`src/common/fp_add_params.svh`:
```
// ~~~~~~~~~~~~~~~~~~~~
// Single precision format constants, shared by all stages
// ~~~~~~~~~~~~~~~~~~~~
`ifndef FP_ADD_PARAMS_SVH
`define FP_ADD_PARAMS_SVH

`define FP_EXP_W    8               // Exponent field width
`define FP_FRAC_W   23              // Stored fraction, hidden bit excluded
`define FP_BIAS     127             // Exponent bias
`define FP_EXP_MAX  8'd255          // All ones exponent, inf and NaN
`define FP_QNAN     32'h7FC0_0000   // Canonical quiet NaN
`define FP_GRS_W    3               // Guard, round and sticky bits

// Derived widths
`define FP_SIG_W    (`FP_FRAC_W + 1)            // Significand with hidden bit
`define FP_EXT_W    (`FP_SIG_W + `FP_GRS_W)     // Significand plus GRS

`endif

```
`src/common/fp_add_pkg.sv`:
```
// ~~~~~~~~~~~~~~~~~~~~
// Types for the three stage adder, binary32 layout only
// ~~~~~~~~~~~~~~~~~~~~
`include "fp_add_params.svh"

package fp_add_pkg;

    // Field view of a float word
    typedef struct packed {
        logic                  sign;
        logic [`FP_EXP_W-1:0]  exp;
        logic [`FP_FRAC_W-1:0] frac;
    } fp_fields_t;

    // Magnitude view, exponent and fraction order like an unsigned integer
    typedef struct packed {
        logic                            sign;
        logic [`FP_EXP_W+`FP_FRAC_W-1:0] mag;
    } fp_mag_t;

    typedef union packed {
        fp_fields_t f;
        fp_mag_t    m;
    } fp_word_u;

    // Outcome of special case detection
    typedef enum logic [2:0] {
        sp_none,        // Plain arithmetic
        sp_zero,        // x - x, exact +0
        sp_zero_op,     // One zero operand, other one passes
        sp_both_zero,   // 0 + 0 with signed zero rule
        sp_inf,
        sp_nan
    } sp_class_t;

    // Stage 1 to stage 2
    typedef struct packed {
        fp_word_u             a;
        fp_word_u             b;
        logic [`FP_EXP_W-1:0] exp_a;    // Subnormals forced to 1
        logic [`FP_EXP_W-1:0] exp_b;
        logic [`FP_SIG_W-1:0] sig_a;    // Hidden bit included
        logic [`FP_SIG_W-1:0] sig_b;
        logic                 eff_sub;
        logic                 sign_b;   // Sign of b after op_sub
        sp_class_t            sp;
        fp_word_u             sp_word;
        logic                 invalid;
    } det_pay_t;

    // Stage 2 to stage 3
    typedef struct packed {
        logic                 sign;
        logic [`FP_EXP_W-1:0] exp;          // Exponent of larger operand
        logic [`FP_SIG_W-1:0] sig_big;
        logic [`FP_EXT_W-1:0] sig_small;    // Aligned, GRS at the bottom
        logic                 eff_sub;
        sp_class_t            sp;
        fp_word_u             sp_word;
        logic                 invalid;
    } aln_pay_t;

endpackage

```
`src/common/fp_stage_if.sv`:
```
// ~~~~~~~~~~~~~~~~~~~~
// Valid/ready link, payload held stable until taken
// ~~~~~~~~~~~~~~~~~~~~
interface fp_stage_if #(
    parameter type pay_t = logic    // Stage payload struct
);

    logic valid;    // Payload present
    logic ready;    // Downstream can take it this cycle
    pay_t payload;

    // Producing stage
    modport src (
        output valid,
        output payload,
        input  ready
    );

    // Consuming stage
    modport dst (
        input  valid,
        input  payload,
        output ready
    );

endinterface

```
`src/fp_add/fp_align.sv`:
```
// ~~~~~~~~~~~~~~~~~~~~
// Stage 2, gaps of 26 or more keep only sticky
// ~~~~~~~~~~~~~~~~~~~~
`include "fp_add_params.svh"

module fp_align
    import fp_add_pkg::*;
(
    input  logic    clk,
    input  logic    reset,
    fp_stage_if.dst det_in,
    fp_stage_if.src aln_out
);

    det_pay_t             p;
    aln_pay_t             nxt;
    logic                 a_big;        // a has the larger magnitude
    logic [`FP_EXP_W-1:0] e_small;
    logic [`FP_EXP_W-1:0] diff;
    logic [`FP_SIG_W-1:0] sig_small;
    logic [`FP_EXT_W-1:0] ext_small;
    logic [`FP_EXT_W-1:0] lost_mask;    // Bits shifted below sticky
    logic [`FP_EXT_W-1:0] shifted;

    assign p = det_in.payload;

    // Magnitude view orders finite floats like integers
    assign a_big = p.a.m.mag >= p.b.m.mag;

    always_comb begin
        nxt.eff_sub = p.eff_sub;
        nxt.sp      = p.sp;         // Specials pass untouched
        nxt.sp_word = p.sp_word;
        nxt.invalid = p.invalid;

        if (a_big) begin
            nxt.sign    = p.a.f.sign;
            nxt.exp     = p.exp_a;
            nxt.sig_big = p.sig_a;
            e_small     = p.exp_b;
            sig_small   = p.sig_b;
        end else begin
            nxt.sign    = p.sign_b;     // Op already folded into b
            nxt.exp     = p.exp_b;
            nxt.sig_big = p.sig_b;
            e_small     = p.exp_a;
            sig_small   = p.sig_a;
        end

        diff      = nxt.exp - e_small;  // Never negative after the swap
        ext_small = {sig_small, {`FP_GRS_W{1'b0}}};
        lost_mask = ~({`FP_EXT_W{1'b1}} << diff);
        shifted   = ext_small >> diff;

        if (diff >= `FP_EXP_W'(26)) begin
            // Everything lands below the round bit
            nxt.sig_small = {{(`FP_EXT_W-1){1'b0}}, |sig_small};
        end else begin
            nxt.sig_small = shifted | {{(`FP_EXT_W-1){1'b0}}, |(ext_small & lost_mask)};
        end
    end

    assign det_in.ready = !aln_out.valid || aln_out.ready;

    always_ff @(posedge clk) begin
        if (reset) begin
            aln_out.valid <= 1'b0;
        end else if (det_in.ready) begin
            aln_out.valid <= det_in.valid;
        end
    end

    always_ff @(posedge clk) begin
        if (det_in.valid && det_in.ready) begin
            aln_out.payload <= nxt;
        end
    end

endmodule

```
`src/fp_add/fp_special_detect.sv`:
```
// ~~~~~~~~~~~~~~~~~~~~
// Stage 1, NaN outputs are always the canonical quiet NaN
// ~~~~~~~~~~~~~~~~~~~~
`include "fp_add_params.svh"

module fp_special_detect
    import fp_add_pkg::*;
(
    input  logic     clk,
    input  logic     reset,
    input  logic     in_valid,
    output logic     in_ready,
    input  logic     op_sub,
    input  fp_word_u a,
    input  fp_word_u b,
    fp_stage_if.src  det_out
);

    logic a_zero, a_sub, a_inf, a_nan;
    logic b_zero, b_sub, b_inf, b_nan;
    logic sign_b;       // b as seen by an addition
    logic eff_sub;      // Signs differ after op_sub
    det_pay_t nxt;

    // Operand classes
    assign a_zero = (a.f.exp == '0) && (a.f.frac == '0);
    assign a_sub  = (a.f.exp == '0) && (a.f.frac != '0);
    assign a_inf  = (a.f.exp == `FP_EXP_MAX) && (a.f.frac == '0);
    assign a_nan  = (a.f.exp == `FP_EXP_MAX) && (a.f.frac != '0);
    assign b_zero = (b.f.exp == '0) && (b.f.frac == '0);
    assign b_sub  = (b.f.exp == '0) && (b.f.frac != '0);
    assign b_inf  = (b.f.exp == `FP_EXP_MAX) && (b.f.frac == '0);
    assign b_nan  = (b.f.exp == `FP_EXP_MAX) && (b.f.frac != '0);

    assign sign_b  = b.f.sign ^ op_sub;
    assign eff_sub = a.f.sign ^ sign_b;

    always_comb begin
        nxt.a       = a;
        nxt.b       = b;
        nxt.eff_sub = eff_sub;
        nxt.sign_b  = sign_b;
        nxt.invalid = 1'b0;
        nxt.sp_word = '0;

        // Subnormals sit at exponent 1 without the hidden one
        nxt.exp_a = a_sub ? `FP_EXP_W'(1) : a.f.exp;
        nxt.exp_b = b_sub ? `FP_EXP_W'(1) : b.f.exp;
        nxt.sig_a = {a.f.exp != '0, a.f.frac};
        nxt.sig_b = {b.f.exp != '0, b.f.frac};

        // First matching case wins
        if (a_nan || b_nan) begin
            nxt.sp      = sp_nan;
            nxt.sp_word = `FP_QNAN;
        end else if (a_inf && b_inf && eff_sub) begin
            nxt.sp      = sp_nan;       // inf - inf
            nxt.sp_word = `FP_QNAN;
            nxt.invalid = 1'b1;
        end else if (a_inf || b_inf) begin
            nxt.sp      = sp_inf;       // Both infs share a sign here
            nxt.sp_word = {a_inf ? a.f.sign : sign_b, `FP_EXP_MAX, {`FP_FRAC_W{1'b0}}};
        end else if ((a.m.mag == b.m.mag) && eff_sub) begin
            nxt.sp      = sp_zero;      // Exact cancellation gives +0
            nxt.sp_word = '0;
        end else if (a_zero && b_zero) begin
            nxt.sp      = sp_both_zero;
            nxt.sp_word = {a.f.sign & sign_b, {(`FP_EXP_W+`FP_FRAC_W){1'b0}}};
        end else if (a_zero) begin
            nxt.sp      = sp_zero_op;
            nxt.sp_word = {sign_b, b.m.mag};    // b with the op applied
        end else if (b_zero) begin
            nxt.sp      = sp_zero_op;
            nxt.sp_word = a;
        end else begin
            nxt.sp      = sp_none;
        end
    end

    // Register is free or being drained this cycle
    assign in_ready = !det_out.valid || det_out.ready;

    always_ff @(posedge clk) begin
        if (reset) begin
            det_out.valid <= 1'b0;
        end else if (in_ready) begin
            det_out.valid <= in_valid;
        end
    end

    always_ff @(posedge clk) begin
        if (in_valid && in_ready) begin
            det_out.payload <= nxt;
        end
    end

endmodule

```
`src/fp_add/fp_sum_round.sv`:
```
// ~~~~~~~~~~~~~~~~~~~~
// Stage 3, nearest even only, underflow gives subnormals
// ~~~~~~~~~~~~~~~~~~~~
`include "fp_add_params.svh"

module fp_sum_round
    import fp_add_pkg::*;
(
    input  logic     clk,
    input  logic     reset,
    fp_stage_if.dst  aln_in,
    output logic     out_valid,
    output fp_word_u result,
    output logic     invalid,
    input  logic     out_ready
);

    aln_pay_t              p;
    logic [`FP_EXT_W-1:0]  big_ext;
    logic [`FP_EXT_W:0]    sum;         // Extra top bit for carry out
    logic [`FP_EXT_W-1:0]  norm;
    logic [4:0]            lz;          // Leading zeros of sum
    logic [4:0]            shamt;
    logic [`FP_EXP_W-1:0]  e_room;      // Left shift allowed before exp 1
    logic [`FP_EXP_W:0]    e_norm;      // One spare bit for overflow
    logic [`FP_EXP_W:0]    e_fin;
    logic                  rnd_up;
    logic [`FP_SIG_W:0]    rounded;
    logic [`FP_FRAC_W-1:0] frac;
    fp_word_u              arith;
    fp_word_u              res_nxt;

    assign p = aln_in.payload;

    always_comb begin
        big_ext = {p.sig_big, {`FP_GRS_W{1'b0}}};
        if (p.eff_sub) begin
            sum = {1'b0, big_ext} - {1'b0, p.sig_small};   // Larger minus smaller
        end else begin
            sum = {1'b0, big_ext} + {1'b0, p.sig_small};
        end

        // Last hit is the highest set bit
        lz = 5'(`FP_EXT_W);
        for (int i = 0; i < `FP_EXT_W; i++) begin
            if (sum[i]) lz = 5'(`FP_EXT_W - 1 - i);
        end

        e_room = p.exp - 1'b1;

        if (sum[`FP_EXT_W]) begin
            // Carry out, one step right, dropped bit joins sticky
            norm   = {sum[`FP_EXT_W:2], sum[1] | sum[0]};
            e_norm = {1'b0, p.exp} + 1'b1;
            shamt  = '0;
        end else begin
            // Cancellation, stop at exp 1 so small results go subnormal
            shamt  = ({3'b000, lz} > e_room) ? e_room[4:0] : lz;
            norm   = sum[`FP_EXT_W-1:0] << shamt;
            e_norm = {1'b0, p.exp} - shamt;
        end

        // Guard and (round or sticky or lsb)
        rnd_up  = norm[2] & (norm[1] | norm[0] | norm[3]);
        rounded = {1'b0, norm[`FP_EXT_W-1:`FP_GRS_W]} + rnd_up;

        if (rounded[`FP_SIG_W]) begin
            e_fin = e_norm + 1'b1;              // Rounding carried out
            frac  = rounded[`FP_SIG_W-1:1];
        end else begin
            e_fin = rounded[`FP_SIG_W-1] ? e_norm : '0;    // No hidden bit, subnormal
            frac  = rounded[`FP_FRAC_W-1:0];
        end

        if (e_fin >= {1'b0, `FP_EXP_MAX}) begin
            arith = {p.sign, `FP_EXP_MAX, {`FP_FRAC_W{1'b0}}};  // Overflow to inf
        end else begin
            arith = {p.sign, e_fin[`FP_EXP_W-1:0], frac};
        end

        res_nxt = (p.sp == sp_none) ? arith : p.sp_word;
    end

    assign aln_in.ready = !out_valid || out_ready;

    always_ff @(posedge clk) begin
        if (reset) begin
            out_valid <= 1'b0;
        end else if (aln_in.ready) begin
            out_valid <= aln_in.valid;
        end
    end

    always_ff @(posedge clk) begin
        if (aln_in.valid && aln_in.ready) begin
            result  <= res_nxt;
            invalid <= p.invalid;
        end
    end

endmodule

```
`src/source/fp_add_top.sv`:
```
// ~~~~~~~~~~~~~~~~~~~~
// Three cycle latency, at most three results held under stall
// ~~~~~~~~~~~~~~~~~~~~
module fp_add_top
    import fp_add_pkg::*;
(
    input  logic        clk,
    input  logic        reset,
    input  logic        in_valid,
    output logic        in_ready,
    input  logic        op_sub,     // 1 gives a - b
    input  logic [31:0] a,
    input  logic [31:0] b,
    output logic        out_valid,
    input  logic        out_ready,
    output logic [31:0] result,
    output logic        invalid     // Set only for inf - inf
);

    // Detect to align, then align to sum
    fp_stage_if #(.pay_t(det_pay_t)) det_if ();
    fp_stage_if #(.pay_t(aln_pay_t)) aln_if ();

    fp_special_detect u_detect (
        .clk      (clk),
        .reset    (reset),
        .in_valid (in_valid),
        .in_ready (in_ready),
        .op_sub   (op_sub),
        .a        (a),
        .b        (b),
        .det_out  (det_if.src)
    );

    fp_align u_align (
        .clk      (clk),
        .reset    (reset),
        .det_in   (det_if.dst),
        .aln_out  (aln_if.src)
    );

    fp_sum_round u_sum (
        .clk       (clk),
        .reset     (reset),
        .aln_in    (aln_if.dst),
        .out_valid (out_valid),
        .result    (result),
        .invalid   (invalid),
        .out_ready (out_ready)
    );

endmodule

```
`config.mk`:
```
export PLATFORM = sky130hd
export DESIGN_NAME = fp_add_top
export DESIGN_NICKNAME = d
export VERILOG_FILES = /design/src/common/fp_add_pkg.sv /design/src/common/fp_stage_if.sv /design/src/fp_add/fp_align.sv /design/src/fp_add/fp_special_detect.sv /design/src/fp_add/fp_sum_round.sv /design/src/source/fp_add_top.sv
export VERILOG_INCLUDE_DIRS = /design/src /design/src/common
export SDC_FILE = /design/constraint.sdc
export NUM_CORES = 1
export LEC_CHECK = 0
export BUFFER_PORTS_ARGS = -buffer_cell sky130_fd_sc_hd__buf_2
export CORE_MARGIN = 3
export CORE_UTILIZATION = 60
export DETAILED_ROUTE_END_ITERATION = 8
export PLACE_DENSITY_LB_ADDON = 0.08
export SLEW_MARGIN = 20
export SYNTH_ARGS = -nofsm -noshare
export SYNTH_HDL_FRONTEND = slang
export SYNTH_SLANG_ARGS = --single-unit
```
`constraint.sdc`:
```
create_clock -name clk -period 18.19 [get_ports clk]
set_input_delay 3.638 -clock clk [delete_from_list [all_inputs] [get_ports clk]]
set_output_delay 3.638 -clock clk [all_outputs]
set_load 0.005 [all_outputs]
```
== Word level (Yosys, flattened, before mapping) ==
Index checks and enable logic that the tools add are counted.
Storage, ports and cells
  bits in registers: 298
  input port bits: 69
  word-level logic and storage cells: 143
Operators by class
  add/sub/neg operators: 8
  magnitude comparators: 4
  equality and inequality tests: 3
  shift operators: 3
  muxes and demuxes: 48
  bitwise operators: 10
  reductions and logical operators: 38
Operators with widths (count)
  two-way mux 5 bit: 17
  two-way mux 35 bit: 2
  two-way mux 33 bit: 2
  two-way mux 32 bit: 2
  zero test 23 bit: 2
  nonzero test 23 bit: 2
  two-way mux 34 bit: 1
  two-way mux 4 bit: 8
  == test 31 bit: 1
  greater-or-equal comparator 31 bit: 1
  two-way mux 31 bit: 1
  adder 27 x 27 -> 28 bit: 1
  two-way mux 28 bit: 1
  subtractor 27 x 27 -> 28 bit: 1
  bitwise AND 27 bit: 1
  two-way mux 27 bit: 1
  two-way mux 9 bit: 3
  NOT 27 bit: 1
  bitwise OR 27 x 1 -> 27 bit: 1
  OR reduction 27 bit: 1
  << shifter 27 x 5 -> 27 bit: 1
  << shifter 27 x 8 -> 27 bit (first input constant): 1
  right shift 27 x 8 -> 27 bit: 1
  adder 24 x 1 -> 25 bit: 1
  other kinds (28): 60

== Longest topological paths before layout ==
Gate-level depths: netlist (run 1).
  word-level depth: 42
  mapped depth: 43
  depth with buffers taken out: 40

== By module ==
Synthesis (run 1) repeated with hierarchy kept, for this count alone.
Second synthesis, totals
  cells, all modules: 2464
  area, all modules: 22078.7 um2
Modules (own cells, without submodules)
  fp_sum_round: instances 1, cells an instance 1252, area each 9047.4 um2, seq. area each 1011.0 um2
  fp_align: instances 1, cells an instance 863, area each 7831.3 um2, seq. area each 2932.8 um2
  fp_special_detect: instances 1, cells an instance 349, area each 5200.0 um2, seq. area each 3623.5 um2

== Worst setup path after synthesis (run 1) ==
Ideal clock, no wire load.
  path type: input -> register
  from: input out_ready
  to: register u_align.aln_out.payload[0] (netlist name)
  library setup time: 701 ps
  arrival: 10758 ps
  required time: 17489 ps
  slack: 6731 ps
  cell stages on the path: 2
  buffers on the path: 0
  path through: nor2b_1 a21boi_0
Between the ends
  longest elaborated chain between the ends: 3
RTL lines
  start: declaration: line fp_add_top.sv:15  | input logic out_ready,
  logical OR 1 bit: line fp_sum_round.sv:84  | assign aln_in.ready = !out_valid || out_ready;
  logical OR 1 bit: line fp_align.sv:63  | assign det_in.ready = !aln_out.valid || aln_out.ready;
  logical AND 1 bit: line fp_align.sv:74  | if (det_in.valid && det_in.ready) begin
No other way between the ends.
A chain may end at the register's enable or synchronous reset.

==> metrics.cfg, run 1 <==
[status]
status=finished, violations left
failed_checks=DRC

[floorplanning]
die-area_um2=37500
fp.coreArea_um2=34600
rows=68
start_util=0.610
io_pins=104
die_w_um=194
die_height_um=194

[pwr]
p_clk_frac=0.211
pwr-share-comb=0.501
p_leak_nw=8.54
vdd_ir_drop_max_v=0.000108
internal-power_mw=1.38
p_per_area_nw_per_um2=109
p_sw_mw=1.10
seqPwrFrac=0.288
swShare=0.445

[synthesis]
synth_top_area_frac=0.354
synthXorXnorAreaFrac=0.0426
synthSimpleGateAreaFrac=0.211
syn_inst=2430
synth_top_family_by_area=compound AO/OA/AOI/OAI gates
synth_flop_cell=edfxtp_1
synth_cell_types=110
synth_mux_area_frac=0.0258
synth-compound-area-share=0.251
ys_seq_area_frac=0.357
synth_seq_cells=252
synth-warning-count=0
syn_nets=2601
synthArstFlopShare=0
synth_edf_count=249
synth.area.top_cells=edfxtp_1 35%, ha_1 5.9%, nand2_1 4.8%, nor2_1 4.5%, a21oi_1 3.5%
synth_top_area_cell=edfxtp_1
synth_area_per_cell_um2=8.69
yosys.area_share.adder=0.0631
syn_area_um2=21100

[global_routing]
grt_pass1_wl_um=116000
grt_max_degree=85
grt.total_usage=0.389
antenna_found_initial=3
overflow=0
grt_pass1_vias=19800

[final_layout]
diodes=0
finalNonFillerCells=2923
fin_nets=2620
drive_gt1_frac=0.112
finish.instance_area_um2=22700
area_growth_pct=7.70
fin_util=0.656

[placed_design]
place_area_um2=21900
place_ws_ns=6.97
port_buffers=103
dp_cells=2875
gp_congestion=1.06
dp.final_hpwl_um=57200

[clock_tree]
cts_resized=0
htreeDepth=1
cts_tree=yes
root_buffer=clkbuf_16
cts_hold_buf=0
cts_buffer_depth=3
cts_setup_buffers=0
cts_buffers=25
clk_pin_slew_worst_paths_ns=0.07
clock_sinks=252
clk_latency_ns=0.55

[worst_setup_path]
critPathCaptureType=flop
r2r-start=u_align.aln_out.payload[64]
crit_start=u_align.aln_out.payload[64]
max_stage_delay_ns=0.80
arrival_ns=11.58
critPathSlowestCell=a211oi_1
worstPathRequired_ns=18.45
crit_fanout=21
cp_common_cell=nor2_1
path_class=flop to flop
cp-start-kind=flop

[sta]
worstMarginPinSlew_ns=1.02
slew_headroom=0.320
skew_ns=0.0157
setup_viol=0
slew_violations=0
setup_ws_ns=6.87
finalWorstPathRequiredPeriod_ns=11.32
post-route-period-util=0.622
finalSetupTns_ns=0
hold_violations=0
rsz0062_at_grt=false
fmax_mhz=88.3

[hold_path]
hold_start=u_detect.det_out.payload[32]
min_path_type=flop to flop

[routing]
num_vias=20900
firstDrtPassIters=9
drc=1
wl_per_cell_um=26.0
routed_via_density=7.15
drt_iter0_markers=2804
drt_wl_total_um=76000
antenna_left=0

[flow_run]
drv_cap=0

power by group through the flow:
stage / combinational (mW) / sequential (mW) / clock (mW)
after floorplan: 0.841 / 0.717 / 0
after global placement: 1.17 / 0.720 / 0
after detailed placement: 1.18 / 0.724 / 0
after CTS: 1.19 / 0.713 / 0.521
after global routing: 1.32 / 0.717 / 0.540
final: 1.24 / 0.714 / 0.523
state kept, by name (all words and copies together), names as in the netlist:
name,cells
u_align.aln_out.valid,1
u_detect.det_out.payload,119
u_sum.result,32
u_sum.invalid,1
u_align.aln_out.payload,97
u_sum.out_valid,1
u_detect.det_out.valid,1
synth_stat cells, types with 35 or more instances:
master	n
a211oi_1	40
a21oi_1	146
a31oi_1	41
buf_2	35
clkbuf_1	89
edfxtp_1	249
ha_1	100
inv_1	106
mux2i_1	41
nand2_1	272
nand3_1	53
nand4_1	48
nor2_1	255
nor3_1	86
o21ai_0	131
xnor2_1	76
cells in the final DEF, fill, tap and decap left out, types with 16 or more instances in the layout:
cell type    n
a211oi_1    40
a21o_1      23
a21oi_1    146
a221oi_1    18
a22oi_1     18
a31oi_1     40
and2_1      21
and3_1      17
buf_2      103
buf_4       31
clkbuf_16   25
edfxtp_1   249
ha_1       100
inv_1      106
mux2i_1     41
nand2_1    271
nand2b_1    22
nand3_1     53
nand4_1     48
nor2_1     255
nor2b_1     29
nor3_1      83
nor4_1      32
o211ai_1    34
o21a_1      23
o21ai_0    131
o22ai_1     20
o31ai_1     24
o41ai_1     16
or3_1       25
xnor2_1     73
xor2_1      22
worst paths after layout:
check	end	slack (ns)	cells past startpoint
max	u_sum.result[13]	6.87	33
min	u_align.aln_out.payload[32]	0.40	0
max reg2reg	u_sum.result[13]	6.87	33
min reg2reg	u_align.aln_out.payload[32]	0.40	0
cell type report:
type | instances | area [um^2]
multi-input combinational | 1925 | 12600
inverter | 109 | 409
fill | 2692 | 11900
clock inverter | 11 | 134
tap | 455 | 569
clock buffer | 35 | 693
timing repair buffer | 136 | 787
sequential | 252 | 7540
metal layers:
metal  GRT usage  wire [um]  vias up
met5           0         27        -
li1            -          -     9241
met2       0.642      35300     1498
met1       0.494      27700     9824
met4       0.223       5410        4
met3      0.0540       7520      345
worst max-delay path, delay by kind of cell (launching register included):
family | cells | cell delay, ns
adder cells (fa/ha/maj) | 3 | 0.86
multiplexers | 1 | 0.71
buffers and inverters | 2 | 0.33
AND/OR/NAND/NOR | 12 | 4.63
flip-flops | 1 | 0.36
AO/OA/AOI/OAI | 15 | 4.13
kinds of logic after synthesis:
kind of cell / after synthesis
AOI/OAI and AO/OA: 742
xor gates and xnor gates: 101
adders and majority gates: 106
buffers and inverters: 253
DFF: 252
muxes: 52
and+or+nand+nor: 924
metrics by stage:
step	power, mW	hold WS [ns]
2_1_floorplan	1.56	0.400
6_report	2.48	0.404
4_1_cts	2.43	0.407
3_3_place_gp	1.89	0.402
5_1_grt	2.58	0.420
3_5_place_dp	1.90	0.405
Power figures use the tool's default switching activity.
==> run 2, diff against run 1 <==
--- a/config.mk
+++ b/config.mk
@@ -6,6 +6,7 @@
 export SDC_FILE = /design/constraint.sdc
 export NUM_CORES = 1
 export LEC_CHECK = 0
+export ABC_AREA = 1
 export BUFFER_PORTS_ARGS = -buffer_cell sky130_fd_sc_hd__buf_2
 export CORE_MARGIN = 3
 export CORE_UTILIZATION = 60
==> constraint.sdc (replaced) <==
create_clock -name clk -period 11.8 [get_ports clk]
set_input_delay 2.36 -clock clk [delete_from_list [all_inputs] [get_ports clk]]
set_output_delay 2.36 -clock clk [all_outputs]
set_load 0.005 [all_outputs]
==> run 2 against run 1 <==
Effect of this change:
- critical endpoint is now u_sum.result[26]
- critical path type unchanged
- the run now ends clean
- utilization grew 0.51 points
- final cell count is 11% higher
- routed wire length down 11%
==> metrics.cfg, run 2 <==
[status]
status=completed

[hold_path]
worstHoldEndpoint=u_align.aln_out.payload[11]
hold_start=u_detect.det_out.payload[11]
holdPathStages=0  ; unchanged
min_path_type=flop to flop

[final_layout]
finalNonFillerCells=3247  ; +11%
area_growth_pct=7.58
fin_nets=2954  ; +13%
largestRegisters=u_detect.det_out.payload x119, u_align.aln_out.payload x97, u_sum.result x32
largest_reg_flops=119  ; unchanged
layout_commonest_cell=nand2_1
drive_gt1_frac=0.106  ; -0.00632
mostFrequentLayoutCells=759 x nand2_1, 313 x nand3_1, 305 x inv_1
fin_util=0.662  ; +0.00508
top_register=u_detect.det_out.payload

[sta]
fmax_mhz=105  ; +19%
slew_headroom=0.312  ; -0.00856
slew_violations=0  ; unchanged
finalWorstPathRequiredPeriod_ns=9.48  ; -1.84 ns
hold_violations=0  ; unchanged
rsz0062_at_grt=false
hold_slack_ns=0.410  ; +0.00590 ns
finalSetupTns_ns=0  ; unchanged
post-route-period-util=0.804  ; +0.181
worstMarginPinSlew_ns=1.03  ; +0.0105 ns
skew_ns=0.0193  ; +0.00359 ns
setup_viol=0  ; unchanged

[routing]
drt_wl_total_um=67600  ; -11%
num_vias=20200  ; -3.6%
antenna_left=0  ; unchanged
route.met3.wl_um=6040  ; -20%
wl_per_cell_um=20.8  ; -20%
firstDrtPassIters=7  ; -2
met1Wirelength_um=26000  ; -6.3%
dr_wl_met2_um=31100  ; -12%
drc=0  ; -1
drt_iter0_markers=2847  ; +1.5%
routed_via_density=6.21  ; -13%
top_layer=met4

[global_routing]
grt_pass1_vias=18700  ; -5.3%
grt_max_degree=107  ; +26%
grt.total_usage=0.367  ; -0.0220
antenna_found_initial=1  ; -2
grt_pass1_wl_um=104000  ; -10%
overflow=0  ; unchanged

[clock_tree]
cts_setup_buffers=0  ; unchanged
cts_resized=0  ; unchanged
cts_hold_buf=0  ; unchanged
cts_tree=yes
cts_buffers=27  ; +8.0%
clk_pin_slew_worst_paths_ns=0.07  ; about the same
clk_latency_ns=0.55  ; about the same
htreeDepth=1  ; unchanged
root_buffer=clkbuf_16
cts_buffer_depth=3  ; unchanged
clock_sinks=252  ; unchanged

[floorplanning]
die-area_um2=35900  ; -4.1%
die_w_um=190  ; -2.1%
start_util=0.615  ; +0.00542
die_height_um=190  ; -2.1%
io_pins=104  ; unchanged
fp.coreArea_um2=32900  ; -5.1%
rows=66  ; -2.9%

[placed_design]
port_buffers=103  ; unchanged
gp_congestion=0.997  ; -6.0%
dp.final_hpwl_um=51700  ; -9.6%
dp_cells=3196  ; +11%

[synthesis]
synth_seq_cells=252  ; unchanged
synthArstFlopShare=0  ; unchanged
netlist_top_cells_count=759 x nand2_1, 314 x nand3_1, 307 x inv_1
syn_inst=2755  ; +13%
yosysMostFrequentCell=nand2_1
synth_flop_cell=edfxtp_1
synth_top_area_frac=0.370  ; +0.0157
ys_seq_area_frac=0.373  ; +0.0158
syn_area_um2=20200  ; -4.2%
synth_area_per_cell_um2=7.34  ; -16%
synth_edf_count=249  ; unchanged
synth_cell_types=71  ; -35%
syn_nets=2926  ; +12%
synth.area.top_cells=edfxtp_1 37%, nand2_1 14%, nand3_1 7.8%, ha_1 6.2%, inv_1 5.7%
synth_top_area_cell=edfxtp_1
synth-warning-count=0  ; unchanged

[pwr]
p_per_area_nw_per_um2=145  ; +33%
vdd_ir_drop_max_v=0.000157  ; +45%
p_leak_nw=9.98  ; +17%

[worst_setup_path]
worstPathRequired_ns=12.11  ; -6.34 ns
max_stage_delay_ns=0.58  ; -0.22 ns
r2r_cells=52  ; +58%
critPathSlowestCell=a21oi_2
arrival_ns=9.79  ; -1.79 ns
r2r-end=u_sum.result[26]
cp_common_cell=nand2_1
rrSetupSlack_ns=2.32  ; -4.55 ns
critPathCaptureType=flop
cp-start-kind=flop
r2r-start=u_align.aln_out.payload[40]
path_class=flop to flop
crit_fanout=35  ; +67%

[flow_run]
drv_cap=0  ; unchanged

-- run 2: cell types whose count changed in the layout (fill, tap and decap cells not counted), moves of 22 or more --
cell      delta
xnor2_1     -61
a21oi_1     -39
o21ai_0     +30
a31oi_1     -27
nor2_1      -53
nand2_1    +488
nand3_1    +260
inv_1      +199
nor3_1      -58
mux2i_1     -40
nor2b_1     -29
or3_1       -24
nand2b_1    -22
-- run 2: stage by stage --
step | instance area, um^2 | worst slack, ns | power, mW
after global placement | 20800 | 2.96 | 2.23
after detailed placement | 20800 | 2.59 | 2.26
after floorplan | 20200 | 5.04 | 1.93
after global routing | 21700 | 1.52 | 3.30
final | 21700 | 2.32 | 3.15
after CTS | 21700 | 2.54 | 3.11
-- run 2: where the power goes --
group	internal (mW)	switching (mW)	total (mW)
clock	0.494	0.361	0.855
sequential	1.04	0.0234	1.06
combinational	0.347	0.884	1.23
total	1.88	1.27	3.15
-- run 2: worst max path at each step --
| stage | from | slack, ns | to |
|---|---|---|---|
| floorplan | u_align.aln_out.payload[40] | 5.04 | u_sum.result[27] |
| global placement | u_align.aln_out.payload[64] | 2.96 | u_sum.result[28] |
| detailed placement | u_align.aln_out.payload[40] | 2.59 | u_sum.result[28] |
| CTS | u_align.aln_out.payload[40] | 2.54 | u_sum.result[26] |
| global route | u_align.aln_out.payload[40] | 1.52 | u_sum.result[26] |
| finish | u_align.aln_out.payload[40] | 2.32 | u_sum.result[26] |
-- run 2: per-layer routing --
layer / global-route usage / up-vias
met1: 0.477 / 9236
met3: 0.0357 / 243
met5: 0 / -
li1: - / 9334
met2: 0.610 / 1352
met4: 0.200 / 0
-- run 2: cell type report --
cell class	instances	area [um^2]
antenna	1	2.50
clock buffer	33	698
inverter	334	1260
sequential	252	7540
fill	2824	11100
multi-input combinational	2050	10900
timing repair buffer	118	628
clock inverter	17	199
tap	442	553
-- run 2: kinds of logic after synthesis --
kind of cell | Yosys count | share of synthesized area
compound gates | 416 | 0.121
xor+xnor | 51 | 0.0243
fa+ha+maj | 102 | 0.0639
buf+inv | 453 | 0.0907
flops | 252 | 0.373
mux | 1 | 0.000495
simple gates | 1480 | 0.326
-- run 2: worst max-delay path, delay by kind of cell, from the launching register on --
| kind | cells | cell delay, ns |
|---|---|---|
| xor gates and xnor gates | 2 | 0.48 |
| buffers and inverters | 8 | 1.30 |
| DFF | 1 | 0.36 |
| and+or+nand+nor | 28 | 3.81 |
| adders and majority gates | 5 | 1.58 |
| AOI/OAI and AO/OA | 9 | 1.68 |
